==> config.mk <==
export PLATFORM = sky130hd
export DESIGN_NAME = video_timing
export DESIGN_NICKNAME = d
export VERILOG_FILES = /design/src/hw/vdc_pkg.sv /design/src/hw/video_timing.sv
export SDC_FILE = /design/constraint.sdc
export NUM_CORES = 1
export LEC_CHECK = 0
export BUFFER_PORTS_ARGS = -buffer_cell sky130_fd_sc_hd__buf_2
export CORE_MARGIN = 8
export CORE_UTILIZATION = 57
export DETAILED_ROUTE_END_ITERATION = 7
export PLACE_DENSITY = 0.8
export SLEW_MARGIN = 20
export SYNTH_ARGS = -nofsm -noshare
export SYNTH_HDL_FRONTEND = slang
export SYNTH_SLANG_ARGS = --single-unit
==> constraint.sdc <==
create_clock -name clk -period 4 [get_ports clk]
set_clock_uncertainty 0.2 [all_clocks]
set_input_delay 0 -clock clk [delete_from_list [all_inputs] [get_ports clk]]
set_output_delay 0 -clock clk [all_outputs]
set_load 0.05 [all_outputs]
==> src/hw/vdc_pkg.sv <==
// vdc_pkg: CPU register numbers, data and memory widths, default video timing
package vdc_pkg;

    // CPU visible registers, each one 16-bit word split into even/odd bytes
    typedef enum logic [3:0] {
        REG_VRAM_ADDR = 4'h0,   // vram word address
        REG_VRAM_DATA = 4'h1,   // vram data, auto increment
        REG_PAL_ADDR  = 4'h2,   // palette index
        REG_PAL_DATA  = 4'h3,   // palette colour, written on odd byte
        REG_STATUS    = 4'h4,   // busy and pending, read only
        REG_INTR      = 4'h5    // even byte mask, odd byte clear
    } reg_num_e;

    localparam int WORD_W  = 16;    // vram / palette word
    localparam int VRAM_AW = 16;    // vram word address
    localparam int PAL_AW  = 8;     // 256 palette entries
    localparam int COLOR_W = 4;     // bits per rgb channel
    localparam int INTR_N  = 4;     // bit 0 vsync, rest reserved

    // 640x480 defaults, pixels
    localparam int H_VISIBLE_DEF    = 640;
    localparam int H_TOTAL_DEF      = 800;
    localparam int H_SYNC_START_DEF = 656;
    localparam int H_SYNC_LEN_DEF   = 96;

    // lines
    localparam int V_VISIBLE_DEF    = 480;
    localparam int V_TOTAL_DEF      = 525;
    localparam int V_SYNC_START_DEF = 490;
    localparam int V_SYNC_LEN_DEF   = 2;

endpackage

==> src/hw/video_timing.sv <==
// video_timing: pixel/line counters, sync and display enable, vram pixel fetcher
`timescale 1ns/1ns

module video_timing #(
    parameter int H_VISIBLE    = vdc_pkg::H_VISIBLE_DEF,
    parameter int H_TOTAL      = vdc_pkg::H_TOTAL_DEF,
    parameter int H_SYNC_START = vdc_pkg::H_SYNC_START_DEF,
    parameter int H_SYNC_LEN   = vdc_pkg::H_SYNC_LEN_DEF,
    parameter int V_VISIBLE    = vdc_pkg::V_VISIBLE_DEF,
    parameter int V_TOTAL      = vdc_pkg::V_TOTAL_DEF,
    parameter int V_SYNC_START = vdc_pkg::V_SYNC_START_DEF,
    parameter int V_SYNC_LEN   = vdc_pkg::V_SYNC_LEN_DEF
) (
    input  logic                        clk,
    input  logic                        reset_i,
    output logic                        vid_req_o,
    output logic [vdc_pkg::VRAM_AW-1:0] vid_addr_o,
    input  logic [vdc_pkg::WORD_W-1:0]  vram_rdata_i,
    output logic [vdc_pkg::PAL_AW-1:0]  color_index_o,
    output logic                        hsync_o,        // active low
    output logic                        vsync_o,        // active low
    output logic                        de_o,
    output logic                        vsync_start_o
);
    import vdc_pkg::*;

    localparam int HW = $clog2(H_TOTAL);
    localparam int VW = $clog2(V_TOTAL);

    logic [HW-1:0]     h_cnt;
    logic [VW-1:0]     v_cnt;
    logic [HW-1:0]     fetch_x;     // pixel fetched two ahead
    logic [VW-1:0]     fetch_y;
    logic              fetch_d;     // rdata holds our word
    logic [WORD_W-1:0] word_q;      // current pixel pair

    always_ff @(posedge clk) begin
        if (reset_i) begin
            h_cnt <= '0;
            v_cnt <= '0;
        end else if (h_cnt == HW'(H_TOTAL - 1)) begin
            h_cnt <= '0;
            v_cnt <= (v_cnt == VW'(V_TOTAL - 1)) ? '0 : v_cnt + 1'b1;
        end else begin
            h_cnt <= h_cnt + 1'b1;
        end
    end

    // position two pixels ahead, wrapping into the next line
    always_comb begin
        if (h_cnt >= HW'(H_TOTAL - 2)) begin
            fetch_x = HW'(h_cnt + 2 - H_TOTAL);
            fetch_y = (v_cnt == VW'(V_TOTAL - 1)) ? '0 : v_cnt + 1'b1;
        end else begin
            fetch_x = h_cnt + 2'd2;
            fetch_y = v_cnt;
        end
    end

    // even pixel of each pair only, leaves every other cycle to the cpu
    assign vid_req_o  = ~h_cnt[0] && (fetch_x < H_VISIBLE) && (fetch_y < V_VISIBLE);
    assign vid_addr_o = VRAM_AW'(fetch_y * (H_VISIBLE / 2) + (fetch_x >> 1));

    always_ff @(posedge clk) begin
        if (reset_i) begin
            fetch_d       <= 1'b0;
            hsync_o       <= 1'b1;
            vsync_o       <= 1'b1;
            de_o          <= 1'b0;
            vsync_start_o <= 1'b0;
        end else begin
            fetch_d       <= vid_req_o;
            hsync_o       <= ~((h_cnt >= H_SYNC_START) && (h_cnt < H_SYNC_START + H_SYNC_LEN));
            vsync_o       <= ~((v_cnt >= V_SYNC_START) && (v_cnt < V_SYNC_START + V_SYNC_LEN));
            de_o          <= (h_cnt < H_VISIBLE) && (v_cnt < V_VISIBLE);
            vsync_start_o <= (v_cnt == VW'(V_SYNC_START)) && (h_cnt == '0);
        end
    end

    always_ff @(posedge clk) begin
        if (fetch_d) begin
            word_q <= vram_rdata_i;                     // lands one pixel before x
        end
        // high byte for even x, low byte for odd x
        color_index_o <= h_cnt[0] ? word_q[PAL_AW-1:0] : word_q[WORD_W-1 -: PAL_AW];
    end

endmodule

==> metrics <==
first-pass GRT wire length 12.52 mm; CTS Buf Count 5; Worst R2R Start h_cnt[5]$_SDFF_PP0_; crit end category primary output; area delta synth->final 29.25%; routed vias/inst 5.704; crit path launch type flop; Final setup violation count 0; CP max-delay cell or3_1; crit-path leading delay family simple AND/OR/NAND/NOR gates; Gate power share 11.6%; Fin Hold WS 0.1925 ns; PwrDens 234.3 nW/µm²; Core Area 5405 µm²; Seq/Total Area, Yosys 36.29%; CP Class flop to primary output; Final Max Slew Viols 0; Util after Layout 75.19%; final instance area 4064 µm²; Tightest Pin Transition approximately 0.63 ns; IO Pins 47; upper clock frequency limit roughly 250 MHz; worst stage delay on the critical path roughly 0.43 ns; CTS clk-pin slew, worst paths roughly 0.090 ns; placed instance count 458; DRT Pass-1 Iters 5; DRT iter0 DRCs ~340; Ant. Diodes 0; Pint 0.6990 mW; port bufs 46; Die W 90.27 µm; Syn Area/Cell a little over 9 µm²; grt total ovfl 0; crit path launch h_cnt[1]$_SDFF_PP0_; count of buffer and inverter cells on the critical path 4; Routability Congestion 0.8921; layer carrying the most global-route usage met2; switching share of power 26.60%; TritonCTS clock tree done; die area a little over 8000 µm²; Starting Density between 50 and 60%; Overall Global Routing Usage 18.28%; routed via count about 2800; Syn Nets just under 400; Worst VDD drop between 0.2 and 0.25 mV; Final WS setup 0.07584 ns; sequential share of power a little under three fifths; max_cap viols 0; Post-synth EDFFs 16; initial antenna violation count 0; met3 GRT Util 5.736%; fin cells about 490; Leak 1.641 nW; Slew HR roughly 58%; latest clock arrival within the worst-skew pair slightly above 0.3 ns; ANT nets after route 0; grt met2 use 30.49%; switching pwr 0.2533 mW; worst path cell trace nand2_1 -> a21oi_4 -> o21a_4 -> nand2_2 -> buf_4 -> o21ai_4 -> ha_4 -> ha_4 -> inv_2 -> fa_2 -> buf_4 -> xor2_1 -> or3_1 -> nor3_2 -> xnor2_1 -> clkbuf_4; setup TNS 0 ns; main flop type after synthesis dfxtp_1; largest net degree at the start of global routing 19; CP arrival 3.72 ns; Root Driver clkbuf_8; Unique masters post-synth 54; crit-path max FO 6; final-report hold violation count 0; Yosys warnings 0; vias in the first global route 2725; fin crit share 98.10%; clock share of power 31.2%; Final Total Pwr ~0.95 mW; Hold Startpoint vram_rdata_i[2]; WL per Instance approximately 16 µm; Cell Area, Synth approximately 3100 µm²; Die Y 90.27 µm; Total Nets Final 464; Layout fillers around 370; Critical Path RT 3.80 ns; layout cells sized above 1 36.49%; status finished clean; Clock Sinks 49; Period minus WS final approximately 3.9 ns; final WL approximately 8.0 mm; met1 usage 21.26%; FFs w/ async S/R, synth 0%; dpl hpwl 5.236 mm; H-Tree Depth 2; Post-DP Area 3460 µm²; Std-Cell Rows 27; Yosys reg bits 49; Place WS 0.06257 ns; DRC 0; Max Root-Sink Buffers 2; Gate Count Post-Synth 345; Worst Hold Class primary input to flop
## state kept, by name, indices dropped and copies added (netlist names)
| signal | flops |
|---|---|
| color_index_o | 8 |
| de_o | 1 |
| fetch_d | 1 |
| h_cnt | 10 |
| hsync_o | 1 |
| v_cnt | 10 |
| vsync_o | 1 |
| vsync_start_o | 1 |
| word_q | 16 |
## path summary, 6_finish.rpt
| path | end | slack [ns] | cells past startpoint |
|---|---|---|---|
| max | vid_addr_o[14] | 0.08 | 16 |
| min | word_q[2]$_DFFE_PP_ | 0.19 | 2 |
| max reg2reg | v_cnt[7]$_SDFFE_PP0P_ | 1.63 | 6 |
| min reg2reg | color_index_o[0]$_DFF_P_ | 0.28 | 1 |
## area by class of cell
type / count / area [µm²] / share of cell area [%]
Clock buffer: 5 / 68.82 / 1.693
Clock inverter: 3 / 21.27 / 0.5234
Inverter: 17 / 63.81 / 1.570
Multi-Input combinational cell: 251 / 1992 / 49.01
Sequential cell: 49 / 1156 / 28.45
Tap cell: 72 / 90.09 / 2.217
Timing Repair Buffer: 97 / 671.9 / 16.53
## logic make-up (layout without fill, tap and decap cells)
group,Yosys count,after routing,share of synthesized area [%]
XOR/XNOR,31,31,9.073
AND/OR/NAND/NOR,131,131,21.97
AO/OA/AOI/OAI,56,56,11.46
adder cells (fa/ha/maj),25,25,10.43
flip-flops,49,49,36.29
multiplexers,8,8,2.865
buffers and inverters,45,122,7.919
## what timing repair did
item | 4_1_cts | 5_1_grt
pin swaps | 4 | 29
resized for setup | 15 | 52
hold endpoints to repair | 31 | 0
hold buffers | 17 | 0
setup endpoints to repair | 2 | 4
buffers inserted | 2 | 9
## layout by cell type (no fill, tap or decap), types with 7 or more instances in the layout
cell type | Yosys | layout
mux2_2 | 8 | 8
nand2_2 | 3 | 7
buf_4 | 9 | 32
dfxtp_1 | 33 | 25
xnor2_1 | 13 | 11
nor2_1 | 35 | 34
o21ai_0 | 11 | 9
edfxtp_1 | 16 | 16
a21oi_1 | 20 | 17
dlygate4sd3_1 | 0 | 17
xor2_1 | 17 | 16
buf_2 | 6 | 44
nand2_1 | 30 | 25
inv_1 | 17 | 12
nand3_1 | 12 | 12
ha_1 | 23 | 17
## power groups by stage
stage               Combinational, mW  Clock (mW)  Sequential (mW)
global route                    0.118       0.315            0.547
detailed placement             0.0972           0            0.556
CTS                             0.110       0.297            0.545
global placement               0.0961           0            0.555
finish                          0.111       0.297            0.545
floorplan                      0.0477           0            0.582
## cells in the mapped netlist, types with 2 or more instances
cell | n | share of area [%]
nand3_1 | 12 | 1.9
or3_1 | 3 | 0.60
dfxtp_1 | 33 | 21
buf_6 | 5 | 1.8
o21bai_1 | 2 | 0.48
and3_1 | 3 | 0.60
or4_1 | 4 | 0.96
xnor2_1 | 13 | 3.6
buf_4 | 9 | 2.1
edfxtp_1 | 16 | 15
nor4_1 | 7 | 1.4
buf_2 | 6 | 0.96
a21o_1 | 4 | 0.96
nor2_1 | 35 | 4.2
nand3b_1 | 2 | 0.48
nor3b_1 | 2 | 0.48
nand2_1 | 30 | 3.6
inv_1 | 17 | 2.0
nor3_1 | 8 | 1.3
nand2b_1 | 2 | 0.40
o21a_1 | 2 | 0.48
a31oi_1 | 7 | 1.4
ha_1 | 23 | 9.2
nand2_2 | 3 | 0.60
fa_1 | 2 | 1.3
xor2_1 | 17 | 4.7
o21ai_0 | 11 | 1.8
mux2_2 | 8 | 2.9
and2_1 | 3 | 0.60
a21oi_1 | 20 | 3.2
or2_2 | 2 | 0.40
clkbuf_1 | 7 | 0.84
nand4_1 | 6 | 1.2
## layer usage
metal | share of wire, % | vias to the layer above
met1 | 41 | 1316
met2 | 49 | 139
met5 | 0 | -
met4 | 2.1 | 0
met3 | 8.4 | 19
li1 | - | 1344
Power figures use the tool's default switching activity.
