<file path="src/hw/vdc_pkg.sv">
// vdc_pkg: CPU register numbers, data and memory widths, default video timing
package vdc_pkg;

    // CPU visible registers, each one 16-bit word split into even/odd bytes
    typedef enum logic [3:0] {
        REG_VRAM_ADDR = 4'h0,   // vram word address
        REG_VRAM_DATA = 4'h1,   // vram data, auto increment
        REG_PAL_ADDR  = 4'h2,   // palette index
        REG_PAL_DATA  = 4'h3,   // palette colour, written on odd byte
        REG_STATUS    = 4'h4,   // busy and pending, read only
        REG_INTR      = 4'h5    // even byte mask, odd byte clear
    } reg_num_e;

    localparam int WORD_W  = 16;    // vram / palette word
    localparam int VRAM_AW = 16;    // vram word address
    localparam int PAL_AW  = 8;     // 256 palette entries
    localparam int COLOR_W = 4;     // bits per rgb channel
    localparam int INTR_N  = 4;     // bit 0 vsync, rest reserved

    // 640x480 defaults, pixels
    localparam int H_VISIBLE_DEF    = 640;
    localparam int H_TOTAL_DEF      = 800;
    localparam int H_SYNC_START_DEF = 656;
    localparam int H_SYNC_LEN_DEF   = 96;

    // lines
    localparam int V_VISIBLE_DEF    = 480;
    localparam int V_TOTAL_DEF      = 525;
    localparam int V_SYNC_START_DEF = 490;
    localparam int V_SYNC_LEN_DEF   = 2;

endpackage

</file>
<file path="src/hw/intr_ctrl.sv">
// intr_ctrl: pending interrupt status, mask gating, CPU interrupt strobe
`timescale 1ns/1ns

module intr_ctrl (
    input  logic                       clk,
    input  logic                       reset_i,
    input  logic [vdc_pkg::INTR_N-1:0] intr_signal_i,   // one cycle source pulses
    input  logic [vdc_pkg::INTR_N-1:0] intr_mask_i,
    input  logic [vdc_pkg::INTR_N-1:0] intr_clear_i,
    output logic [vdc_pkg::INTR_N-1:0] intr_pending_o,
    output logic                       bus_intr_o
);

    always_ff @(posedge clk) begin
        if (reset_i) begin
            intr_pending_o <= '0;
            bus_intr_o     <= 1'b0;
        end else begin
            // only a new, enabled source interrupts the cpu
            bus_intr_o     <= |(intr_signal_i & intr_mask_i & ~intr_pending_o);
            intr_pending_o <= (intr_pending_o | intr_signal_i) & ~intr_clear_i;
        end
    end

endmodule

</file>
<file path="config.mk">
export PLATFORM = sky130hd
export DESIGN_NAME = intr_ctrl
export DESIGN_NICKNAME = d
export VERILOG_FILES = /design/src/hw/vdc_pkg.sv /design/src/hw/intr_ctrl.sv
export SDC_FILE = /design/constraint.sdc
export NUM_CORES = 1
export LEC_CHECK = 0
export ABC_AREA = 1
export BUFFER_PORTS_ARGS = -buffer_cell sky130_fd_sc_hd__buf_4
export CORE_AREA = 2 2 39 41
export DETAILED_ROUTE_END_ITERATION = 8
export DIE_AREA = 0 0 41 43
export SLEW_MARGIN = 15
export SYNTH_ARGS = -nofsm -noshare
export SYNTH_HDL_FRONTEND = slang
export SYNTH_SLANG_ARGS = --single-unit
</file>
<file path="constraint.sdc">
create_clock -name clk -period 0.8 [get_ports clk]
set_input_delay 0.16 -clock clk [delete_from_list [all_inputs] [get_ports clk]]
set_output_delay 0.16 -clock clk [all_outputs]
set_load 0.03 [all_outputs]
</file>
==> flow_summary.ini, run 1 <==
[power]
p_leak_nw = 0.216
ir_worst_vdd_mv = 0.586
pwr_density_cell_nw_per_um2 = 1640
p_total_mw = 0.736

[cells_and_area]
utilization = 0.325
drive_gt1_frac = 0.706
diodes = 0
syn_to_final_growth_pct = 136
finalInstanceArea_um2 = 449
nNetsFinal = 66

[sta]
max_slew_margin = 0.906
rsz0062_at_grt = true
skew_ns = 0.000486
fin_crit_ns = 0.872
tightestPinTransition_ns = 0.140
fmax_ghz = 1.15
finalSetupViolations = 6
finalCritPeriodShare = 1.09
finalHoldViolations = 0
finalMaxSlewViolations = 0
timing.final.ws_setup_ns = -0.0716

[global_routing]
grt_max_degree = 6
antenna_found_initial = 0
track_usage = 0.0774
grt_overflow_total = 0
grt_pass1_wl_um = 862
grt_pass1_vias = 231

[run]
drv_cap = 0

[critical_path]
path_max_fanout = 2
r2r-end = bus_intr_o$_SDFF_PP0_
worst_path_max_delay_cell = dfxtp_4
path_depth = 1
criticalPathCategory = reg -> out
cp_top_family = flip-flops
r2r_setup_slack_ns = 0
path_buf_inv = 1
critPathRequiredTime_ns = 0.64
max_stage_delay_ns = 0.34
worstPathArrival_ns = 0.71
ff2ff_path_depth = 6
r2r-start = intr_pending_o[3]$_SDFF_PP0_
cp_cell_sequence = buf_6
end_kind = primary output
critPathLaunchType = flip-flop

[yosys]
async_flop_share = 0
netlist_area_um2 = 190
yosysWarningCount = 0
synth_edf_count = 0
synth_top_area_share = 0.526
synth.largest_area_cell = dfxtp_1
syn-instance-count = 25
synth-main-ff-cell = dfxtp_1
ys_seq_elements = 5
yosysMostFrequentCell = nor2_1
syn_avg_cell_area_um2 = 7.61
synth_area_leaders = dfxtp_1 53%, nor2_1 12%, nor3_1 11%, nand3_1 7.9%, inv_1 7.9%
synth-seq-area-share = 0.526
syn-num-nets = 39
synth.top_cells.by_count = 6 x nor2_1, 5 x dfxtp_1, 4 x inv_1, 4 x nor3_1, 3 x nand3_1
synth_cell_type_count = 7

[placement]
placed_area_um2 = 355
globalplace.congestion = 0.572
io_buffer_count = 18
dp_hpwl_um = 404

[route]
wl_per_cell_um = 8.19
viasPerCell = 3.76
drc_errors = 0
drtIter0Drc = 4
wl_um = 549
firstDrtPassIters = 4
num_vias = 252
ant_nets = 0

[floorplanning]
io_pins = 19
design.die.area_um2 = 1760
die_h_um = 43
die_w_um = 41
core.rowCount = 14
start_util = 0.137
core_region_area_um2 = 1380

[cts]
clock-sinks = 5
clock_path_buffers = 2
cts.clk_slew.worst_paths_ns = 0.04
root_buffer = clkbuf_4
htreeDepth = 1
clock_latency_ns = 0.24
tritoncts = built
cts_buffers = 3
holdBufCountCts = 0

[hold_path]
holdPathStages = 2
worstHoldStart = intr_clear_i[0]
hold_path.class = in -> reg
min_to = intr_pending_o[0]$_SDFF_PP0_

[status]
outcome = finished with violations
violations = negative setup slack
-- flip-flops by register name, indices dropped and copies added (netlist names) --
signal          flops
bus_intr_o          1
intr_pending_o      4
-- metrics by stage --
step | TNS (ns) | setup WS [ns] | hold WS, ns | cells
final | -0.321 | -0.0716 | 0.0663 | 67
after global routing | -0.486 | -0.0973 | 0.0562 | 67
after CTS | -0.370 | -0.0829 | 0.0603 | 65
after detailed placement | 0 | 0.0718 | 0.318 | 59
after global placement | 0 | 0.0762 | 0.314 | 59
after floorplan | 0 | 0.0142 | 0.227 | 25
-- cell type report --
| cell class | instances | area [um2] |
|---|---|---|
| Fill cell | 162 | 935 |
| Timing Repair Buffer | 22 | 191 |
| Sequential cell | 5 | 111 |
| Multi-Input combinational cell | 16 | 85.1 |
| Clock buffer | 4 | 26.3 |
| Tap cell | 16 | 20.0 |
| Inverter | 4 | 15.0 |
-- metal layers --
layer  share of wire  GRT usage
met5               0          0
met4               0     0.0200
met3            0.16     0.0785
met2            0.46      0.103
met1            0.38     0.0839
-- power breakdown --
part	switching, mW	internal [mW]
sequential	0.0100	0.263
combinational	0.0700	0.0973
clock	0.107	0.189
-- timing repair --
item,CTS,global route
pin swaps,1,4
setup buffers,2,2
cloned,0,0
resized for setup,6,7
endpoints found under the setup margin,5,6
-- cells in the final DEF (no fill, tap or decap), drive strengths merged --
cell	count
dfxtp	5
inv	4
clkbuf	4
nor3	4
nand2	2
nand3	4
nor2	6
buf	22
-- logic make-up after synthesis --
group | Yosys count | synth area share
AND/OR/NAND/NOR | 16 | 0.395
flip-flops | 5 | 0.526
buffers and inverters | 4 | 0.0789
-- worst max path at each step --
stage,startpoint,endpoint
floorplan,intr_pending_o[1]$_SDFF_PP0_,bus_intr_o$_SDFF_PP0_
global placement,intr_pending_o[0]$_SDFF_PP0_,bus_intr_o$_SDFF_PP0_
detailed placement,intr_pending_o[0]$_SDFF_PP0_,bus_intr_o$_SDFF_PP0_
CTS,intr_pending_o[0]$_SDFF_PP0_,intr_pending_o[0]
global route,intr_pending_o[0]$_SDFF_PP0_,intr_pending_o[0]
finish,intr_pending_o[3]$_SDFF_PP0_,intr_pending_o[3]
No activity file was read; power rests on OpenSTA's default activity.
==> run 2: changes to the inputs <==
- GPL_TIMING_DRIVEN: unset -> 0
==> flow_summary.ini, run 2 (synthesis results as in run 1) <==
[cts]
root_buffer = clkbuf_4
clock_latency_ns = 0.24
cts.clk_slew.worst_paths_ns = 0.04
clock_path_buffers = 2
clock-sinks = 5
cts_buffers = 3
tritoncts = built
htreeDepth = 1
holdBufCountCts = 0

[critical_path]
r2r-end = bus_intr_o$_SDFF_PP0_
end_kind = primary output
max_stage_delay_ns = 0.34
worst_path_max_delay_cell = dfxtp_2
cp_cell_sequence = buf_6
r2r-start = intr_pending_o[1]$_SDFF_PP0_
critPathRequiredTime_ns = 0.64
critPathLaunchType = flip-flop
ff2ff_path_depth = 6
path_max_fanout = 3
criticalPathCategory = reg -> out
path_buf_inv = 1
r2r_setup_slack_ns = -0.01
worstPathArrival_ns = 0.71
cp_top_family = flip-flops

[cells_and_area]
layout_commonest_cell = buf_4
largest_register_ffs = 4
diodes = 0
final_cell_mix = 14 x buf_4, 6 x buf_6, 5 x nor2_1
nNetsFinal = 64
top_register = intr_pending_o
drive_gt1_frac = 0.673
reg_top3 = intr_pending_o x4, bus_intr_o x1
syn_to_final_growth_pct = 130

[route]
met2WireLength_um = 246
wl_um = 554
wl_per_cell_um = 8.52
ant_nets = 0
drtIter0Drc = 0
top_layer_used = met3
dr_wl_met3_um = 74
drc_errors = 0
drt-met1-wl_um = 233
num_vias = 237
firstDrtPassIters = 1
viasPerCell = 3.65

[global_routing]
grt_overflow_total = 0
grt_pass1_vias = 242
antenna_found_initial = 0
grt_pass1_wl_um = 883
grt_max_degree = 6
track_usage = 0.0762

[floorplanning]
design.die.area_um2 = 1760
die_h_um = 43
core.rowCount = 14
start_util = 0.137
core_region_area_um2 = 1380
io_pins = 19
die_w_um = 41

[power]
p_total_mw = 0.722
ir_worst_vdd_mv = 0.448
p_leak_nw = 0.207
pwr_density_cell_nw_per_um2 = 1650

[hold_path]
worstHoldStart = intr_clear_i[2]
min_to = intr_pending_o[2]$_SDFF_PP0_
hold_path.class = in -> reg
holdPathStages = 2

[status]
violations = negative setup slack
outcome = finished with violations

[sta]
finalHoldViolations = 0
tightestPinTransition_ns = 0.140
fin_hold_ws_ns = 0.0716
fin_crit_ns = 0.872
fmax_ghz = 1.15
finalCritPeriodShare = 1.09
max_slew_margin = 0.906
finalMaxSlewViolations = 0
rsz0062_at_grt = true
timing.final.ws_setup_ns = -0.0724
finalSetupViolations = 6
tns_ns = -0.304
skew_ns = 0.00226

[run]
drv_cap = 0

[placement]
io_buffer_count = 18
globalplace.congestion = 0.571
dp_hpwl_um = 409
## run 2: area by class of cell
class / instances / area (um2)
repair buffers: 20 / 173
multi-input cells: 16 / 92.6
fillers: 144 / 946
clock buffers: 4 / 26.3
inverters: 4 / 15.0
well taps: 16 / 20.0
flip-flops and latches: 5 / 111
## run 2: power breakdown
group	leakage [nW]	switching, mW	internal, mW
logic	0.148	0.0718	0.0918
registers	0.0436	0.0104	0.263
clock network	0.0150	0.0966	0.188
## run 2: timing repair
| item | in CTS | in global routing |
|---|---|---|
| setup buffers | 1 | 1 |
| pin swaps | 0 | 3 |
| setup endpoints to repair | 5 | 6 |
| gates resized for setup | 6 | 6 |
## run 2: layer usage
layer / up-vias / GRT usage
li1: 127 / -
met1: 96 / 0.0799
met2: 14 / 0.119
met3: 0 / 0.0366
met4: 0 / 0.0400
met5: - / 0
## run 2: worst max path at each step
stage / from / endpoint / slack, ns / cells past startpoint
2_1_floorplan: intr_pending_o[1]$_SDFF_PP0_ / bus_intr_o$_SDFF_PP0_ / 0.01 / 5
3_3_place_gp: intr_pending_o[0]$_SDFF_PP0_ / bus_intr_o$_SDFF_PP0_ / 0.08 / 5
3_5_place_dp: intr_pending_o[0]$_SDFF_PP0_ / bus_intr_o$_SDFF_PP0_ / 0.06 / 5
4_1_cts: intr_pending_o[3]$_SDFF_PP0_ / intr_pending_o[3] / -0.08 / 1
5_1_grt: intr_pending_o[2]$_SDFF_PP0_ / intr_pending_o[2] / -0.09 / 1
6_report: intr_pending_o[2]$_SDFF_PP0_ / intr_pending_o[2] / -0.07 / 1
## run 2: through the flow
| stage | cells | utilization | setup slack (ns) | area, um2 |
|---|---|---|---|---|
| final | 65 | 0.316 | -0.0724 | 438 |
| after CTS | 64 | 0.296 | -0.0784 | 409 |
| after floorplan | 25 | - | 0.0142 | 200 |
| after global routing | 65 | 0.316 | -0.0945 | 438 |
| after detailed placement | 59 | 0.257 | 0.0630 | 355 |
| after global placement | 59 | 0.257 | 0.0783 | 355 |
