### src/hw/vdc_pkg.sv
// vdc_pkg: CPU register numbers, data and memory widths, default video timing
package vdc_pkg;

    // CPU visible registers, each one 16-bit word split into even/odd bytes
    typedef enum logic [3:0] {
        REG_VRAM_ADDR = 4'h0,   // vram word address
        REG_VRAM_DATA = 4'h1,   // vram data, auto increment
        REG_PAL_ADDR  = 4'h2,   // palette index
        REG_PAL_DATA  = 4'h3,   // palette colour, written on odd byte
        REG_STATUS    = 4'h4,   // busy and pending, read only
        REG_INTR      = 4'h5    // even byte mask, odd byte clear
    } reg_num_e;

    localparam int WORD_W  = 16;    // vram / palette word
    localparam int VRAM_AW = 16;    // vram word address
    localparam int PAL_AW  = 8;     // 256 palette entries
    localparam int COLOR_W = 4;     // bits per rgb channel
    localparam int INTR_N  = 4;     // bit 0 vsync, rest reserved

    // 640x480 defaults, pixels
    localparam int H_VISIBLE_DEF    = 640;
    localparam int H_TOTAL_DEF      = 800;
    localparam int H_SYNC_START_DEF = 656;
    localparam int H_SYNC_LEN_DEF   = 96;

    // lines
    localparam int V_VISIBLE_DEF    = 480;
    localparam int V_TOTAL_DEF      = 525;
    localparam int V_SYNC_START_DEF = 490;
    localparam int V_SYNC_LEN_DEF   = 2;

endpackage

### src/hw/vdc_regs.sv
// vdc_regs: CPU byte register file, vram/palette access FSM, interrupt mask/clear, status
`timescale 1ns/1ns

module vdc_regs (
    input  logic                        clk,
    input  logic                        reset_i,
    input  logic                        bus_cs_n_i,     // strobe, active low
    input  logic                        bus_rd_nwr_i,   // 1 = read
    input  vdc_pkg::reg_num_e           bus_reg_num_i,
    input  logic                        bus_bytesel_i,  // 0 = even (high) byte
    input  logic [7:0]                  bus_data_i,
    output logic [7:0]                  bus_data_o,
    output logic                        cpu_req_o,
    output logic                        cpu_wr_o,
    output logic [vdc_pkg::VRAM_AW-1:0] cpu_addr_o,
    output logic [vdc_pkg::WORD_W-1:0]  cpu_wdata_o,
    input  logic                        cpu_ack_i,
    input  logic [vdc_pkg::WORD_W-1:0]  cpu_rdata_i,
    output logic                        pal_wr_o,
    output logic [vdc_pkg::PAL_AW-1:0]  pal_addr_o,
    output logic [vdc_pkg::WORD_W-1:0]  pal_wdata_o,
    output logic [vdc_pkg::INTR_N-1:0]  intr_mask_o,
    output logic [vdc_pkg::INTR_N-1:0]  intr_clear_o,
    input  logic [vdc_pkg::INTR_N-1:0]  intr_pending_i
);
    import vdc_pkg::*;

    typedef enum logic [1:0] {
        ST_IDLE,
        ST_WR_WAIT,     // write waiting for grant
        ST_RD_WAIT,     // prefetch waiting for grant
        ST_RD_LOAD      // rdata valid this cycle
    } state_e;

    state_e              state_q;
    logic [VRAM_AW-1:0]  vram_addr_q;
    logic [PAL_AW-1:0]   pal_addr_q;
    logic [INTR_N-1:0]   mask_q;
    logic [7:0]          even_q;        // last even byte written
    logic [WORD_W-1:0]   wdata_q;       // assembled vram write word
    logic [WORD_W-1:0]   rbuf_q;        // prefetched vram word
    logic [WORD_W-1:0]   rd_word;
    logic                wr_strobe;
    logic                rd_strobe;
    logic                busy;

    assign wr_strobe = ~bus_cs_n_i & ~bus_rd_nwr_i;
    assign rd_strobe = ~bus_cs_n_i & bus_rd_nwr_i;
    assign busy      = (state_q != ST_IDLE);

    // arbiter request held until ack
    assign cpu_req_o   = (state_q == ST_WR_WAIT) || (state_q == ST_RD_WAIT);
    assign cpu_wr_o    = (state_q == ST_WR_WAIT);
    assign cpu_addr_o  = vram_addr_q;
    assign cpu_wdata_o = wdata_q;

    // palette written in the odd byte cycle itself
    assign pal_wr_o    = wr_strobe && bus_bytesel_i && (bus_reg_num_i == REG_PAL_DATA);
    assign pal_addr_o  = pal_addr_q;
    assign pal_wdata_o = {even_q, bus_data_i};

    assign intr_mask_o  = mask_q;
    assign intr_clear_o = (wr_strobe && bus_bytesel_i && bus_reg_num_i == REG_INTR) ?
                          bus_data_i[INTR_N-1:0] : '0;  // one cycle clear strobe

    always_ff @(posedge clk) begin
        if (reset_i) begin
            state_q     <= ST_IDLE;
            vram_addr_q <= '0;
            pal_addr_q  <= '0;
            mask_q      <= '0;
        end else begin
            case (state_q)
                ST_WR_WAIT: begin
                    if (cpu_ack_i) begin
                        vram_addr_q <= vram_addr_q + 1'b1;  // post increment
                        state_q     <= ST_IDLE;
                    end
                end
                ST_RD_WAIT: if (cpu_ack_i) state_q <= ST_RD_LOAD;
                ST_RD_LOAD: state_q <= ST_IDLE;
                default: ;
            endcase
            if (wr_strobe) begin
                case (bus_reg_num_i)
                    REG_VRAM_ADDR: begin
                        if (bus_bytesel_i) begin
                            vram_addr_q[7:0] <= bus_data_i;
                        end else begin
                            vram_addr_q[VRAM_AW-1:8] <= bus_data_i;
                        end
                        state_q <= ST_RD_WAIT;          // prefetch new address
                    end
                    REG_VRAM_DATA: if (bus_bytesel_i) state_q <= ST_WR_WAIT;
                    REG_PAL_ADDR:  if (bus_bytesel_i) pal_addr_q <= bus_data_i;
                    REG_PAL_DATA:  if (bus_bytesel_i) pal_addr_q <= pal_addr_q + 1'b1;
                    REG_INTR:      if (!bus_bytesel_i) mask_q <= bus_data_i[INTR_N-1:0];
                    default: ;
                endcase
            end else if (rd_strobe && bus_bytesel_i && bus_reg_num_i == REG_VRAM_DATA) begin
                vram_addr_q <= vram_addr_q + 1'b1;      // odd read consumes the word
                state_q     <= ST_RD_WAIT;
            end
        end
    end

    // data path, no reset
    always_ff @(posedge clk) begin
        if (wr_strobe && !bus_bytesel_i) begin
            even_q <= bus_data_i;
        end
        if (wr_strobe && bus_bytesel_i && bus_reg_num_i == REG_VRAM_DATA) begin
            wdata_q <= {even_q, bus_data_i};
        end
        if (state_q == ST_RD_LOAD) begin
            rbuf_q <= cpu_rdata_i;
        end
    end

    // readback mux
    always_comb begin
        rd_word = '0;
        case (bus_reg_num_i)
            REG_VRAM_ADDR: rd_word = vram_addr_q;
            REG_VRAM_DATA: rd_word = rbuf_q;
            REG_PAL_ADDR:  rd_word[PAL_AW-1:0] = pal_addr_q;
            REG_STATUS: begin
                rd_word[8 +: INTR_N] = intr_pending_i;
                rd_word[0]           = busy;
            end
            REG_INTR: begin
                rd_word[8 +: INTR_N] = mask_q;
                rd_word[INTR_N-1:0]  = intr_pending_i;
            end
            default: rd_word = '0;                      // PAL_DATA is write only
        endcase
        bus_data_o = bus_bytesel_i ? rd_word[7:0] : rd_word[WORD_W-1:8];
    end

endmodule

### config.mk
export PLATFORM = sky130hd
export DESIGN_NAME = vdc_regs
export DESIGN_NICKNAME = d
export VERILOG_FILES = /design/src/hw/vdc_pkg.sv /design/src/hw/vdc_regs.sv
export SDC_FILE = /design/constraint.sdc
export NUM_CORES = 1
export LEC_CHECK = 0
export ABC_AREA = 1
export BUFFER_PORTS_ARGS = -buffer_cell sky130_fd_sc_hd__clkbuf_2
export CORE_ASPECT_RATIO = 2
export CORE_MARGIN = 3
export CORE_UTILIZATION = 49
export CTS_BUF_LIST = sky130_fd_sc_hd__clkbuf_8
export DETAILED_ROUTE_END_ITERATION = 10
export PLACE_DENSITY = 0.79
export SLEW_MARGIN = 20
export SYNTH_ARGS = -nofsm -noshare
export SYNTH_HDL_FRONTEND = slang
export SYNTH_SLANG_ARGS = --single-unit
### constraint.sdc
create_clock -name clk -period 1.6 [get_ports clk]
set_clock_uncertainty 0.1 [all_clocks]
set_input_delay 0.08 -clock clk [delete_from_list [all_inputs] [get_ports clk]]
set_output_delay 0.08 -clock clk [all_outputs]
set_load 0.005 [all_outputs]
==> reports/metrics.csv <==
stage;metric;value;unit
status;status;complete, but fails checks;
status;violations;negative setup slack;
clock_tree;numCtsBuffers;9;
clock_tree;tritoncts;built;
finish;antenna_cells_inserted;0;
sta;number_of_failing_hold_endpoints_at_the_final_stage;0;
place;placement.cell_area;5020;µm²
finish;final.fill_count;605;
sta;unrepaired_setup_endpoints_after_global_routing;true;
grt;grt_start_max_net_pins;27;
place;gp_congestion;0.930;
clock_tree;cts_root_buf;sky130_fd_sc_hd__clkbuf_8;
finish;utilization;73.5;%
detailed_routing;avgViaCountPerCell;5.59;
floorplan;top_ports;113;
detailed_routing;drc_errors;0;
finish;most-common-layout-cells;sky130_fd_sc_hd__nand2_1 (107), sky130_fd_sc_hd__clkbuf_2 (105), sky130_fd_sc_hd__buf_4 (61);
floorplan;die_area;9470;µm²
yosys;synthDominantCellAreaShare;29.6;%
clock_tree;max-clock-path-buffers;2;
floorplan;floorplan.initialDensity;50.7;%
yosys;synth.net_count;569;
yosys;flip_flop_and_latch_count_after_synthesis;70;
worst_setup_path;timing_worst_setup_path_type;reg2out;
grt;grtUsageTotal;29.6;%
yosys;post_synth_instance_area;4060;µm²
detailed_routing;drt-pass1-iter-count;5;
detailed_routing;via_count;4581;
worst_setup_path;worst-endpoint-arrival;1.47;ns
power_and_ir_drop;switching_power;0.00103;W
power_and_ir_drop;fin_total_pwr;0.00408;W
worst_setup_path;crit_fanout;2;
sta;max_clock_freq;605;MHz
power_and_ir_drop;p_int;0.00305;W
detailed_routing;ant_nets;0;
sta;timing.final.max_slew_violations;0;
power_and_ir_drop;clk_pwr_share;40.4;%
yosys;yosysSeqAreaShare;44.4;%
power_and_ir_drop;switching_share;25.4;%
place;place_ws;-0.0563;ns
clock_tree;clk_pin_slew;0.08;ns
floorplan;core_region_area;8000;µm²
finish;layout_net_count;764;
clock_tree;worstSkewPairLatency;0.36;ns
power_and_ir_drop;ir_drop;0.641;mV
place;post-dp-hpwl;10300;µm
floorplan;chipHeight;135;µm
floorplan;std_cell_rows;46;
yosys;synthDominantAreaCellType;sky130_fd_sc_hd__edfxtp_1;
clock_tree;clock-sinks;70;
yosys;syn_avg_cell_area;7.76;µm²
yosys;synth.area.top_cells;sky130_fd_sc_hd__edfxtp_1 (30%), sky130_fd_sc_hd__dfxtp_1 (15%), sky130_fd_sc_hd__nand2_1 (11%);
sta;period_minus_slack;1.65;ns
worst_setup_path;worst-endpoint-required;1.42;ns
power_and_ir_drop;share_seq_of_total_power;47.5;%
finish;final_layout_size_suffix_gt1_share;39.8;%
worst_hold_path;timing.hold.worst.class;in2reg;
yosys;ys.warnings.count;0;
yosys;post_synth_inst_count;523;
worst_setup_path;critPathSlowestCell;sky130_fd_sc_hd__dfxtp_2;
power_and_ir_drop;leakage;2.62;nW
worst_setup_path;crit_chain;inv_2, buf_6, ha_4, o22ai_2, nor3_2, o21ai_1, buf_2;
sta;post-route-period-util;103;%
detailed_routing;wl_per_cell;17.7;µm
sta;setup_viol;5;
flow_run;max_cap_violations;0;
grt;grt_antenna_before_repair;0;
finish;final_common_cell;sky130_fd_sc_hd__nand2_1;
sta;fin_tns_setup;-0.113;ns
sta;worst-slew-pin-transition;0.352;ns
detailed_routing;route.final.wire_length;14500;µm
floorplan;die_w;70.3;µm
worst_setup_path;cp-end-kind;primary output;
sta;worst_slew_margin_rel;76.3;%
power_and_ir_drop;power.share.combinational;12.1;%
worst_setup_path;crit_path_max_incr_delay;0.34;ns
finish;areaGrowthSynthToFinish;44.9;%
finish;layout.cell_area.non_filler;5880;µm²
yosys;synth_cell_types;35;
place;placement.io_buffers;112;
grt;via_count_of_the_first_global_routing_pass;4378;
power_and_ir_drop;powerDensity;694;nW/µm²
clock_tree;htreeDepth;3;
worst_setup_path;critical_path.startpoint_type;register;
detailed_routing;drt-initial-drc-count;360;
grt;global_route.overflow_total;0;
grt;grt_first_pass_wirelength;21500;µm
sta;postLayoutSetupSlackWorst;-0.0516;ns
==> metal layers <==
layer | GRT usage [%] | vias up | share of wire [%]
li1 | - | 2152 | -
met1 | 30.4 | 2133 | 34
met2 | 53.5 | 232 | 53
met3 | 4.77 | 64 | 5.7
met4 | 20.4 | 0 | 7.3
met5 | 0 | - | 0
==> registers in the layout (all words and copies together) (netlist names) <==
register,cells
cpu_wdata_o,16
intr_mask_o,4
cpu_addr_o,16
rbuf_q,16
state_q,2
even_q,8
pal_addr_o,8
==> logic make-up (layout without fill, tap and decap cells) <==
family | Yosys count | after routing | synth area share [%]
buf+inv | 92 | 292 | 10.4
xor+xnor | 4 | 4 | 0.864
fa+ha+maj | 8 | 8 | 2.47
flops | 70 | 70 | 44.4
compound gates | 131 | 131 | 18.1
simple gates | 218 | 218 | 23.7
==> synthesized netlist by cell type (all sizes together) <==
library cell	n
a211oi	4
a21oi	44
a221oi	1
a311oi	2
a31oi	3
buf	20
clkbuf	6
clkinv	1
dfxtp	30
edfxtp	40
ha	8
inv	65
nand2	122
nand3	37
nand4	3
nor2	52
nor3	4
o211ai	12
o21a	1
o21ai	54
o221ai	4
o22ai	6
xnor2	1
xor2	3
==> cell type report <==
cell class	count	area (µm²)	area share, %
Clock buffer	10	138	2.34
Clock inverter	6	85.1	1.45
Inverter	66	262	4.45
Multi-Input combinational cell	361	2010	34.2
Sequential cell	70	1840	31.3
Tap cell	96	120	2.04
Timing Repair Buffer	210	1420	24.2
==> worst max-delay path, delay by kind of cell, from the launching register on <==
kind | cells | cell delay [ns]
buffers and inverters | 3 | 0.28
and+or+nand+nor | 1 | 0.05
adders and majority gates | 1 | 0.15
DFF | 1 | 0.34
AOI/OAI and AO/OA | 2 | 0.27
==> power groups by stage <==
stage               registers [W]  logic [W]  clock network, W
floorplan                 0.00199   0.000193                 0
global placement          0.00198   0.000398                 0
detailed placement        0.00199   0.000403                 0
CTS                       0.00194   0.000462           0.00166
global route              0.00194   0.000533           0.00172
finish                    0.00194   0.000495           0.00165
==> path summary, 6_finish.rpt <==
kind         slack (ns)               to       start  cells after the start
max reg2reg       -0.04    cpu_addr_o[2]  state_q[1]                      9
min reg2reg        0.35  cpu_wdata_o[14]   even_q[6]                      0
min                0.08    cpu_addr_o[4]     reset_i                      5
max               -0.05    bus_data_o[0]  state_q[1]                      7
==> per-stage QoR <==
stage,std cells,hold slack [ns]
2_1_floorplan,523,0.0789
3_3_place_gp,761,0.157
3_5_place_dp,761,0.159
4_1_cts,807,0.0662
5_1_grt,819,0.110
6_report,819,0.0763
==> repair_timing <==
item | 4_1_cts | 5_1_grt
hold buffers | 24 | 0
setup endpoints to repair | 21 | 28
buffers inserted | 6 | 12
endpoints found under the hold margin | 34 | 0
gates resized for setup | 41 | 76
pin swaps | 9 | 29
cloned | 0 | 0
No activity file was read; power rests on OpenSTA's default activity.
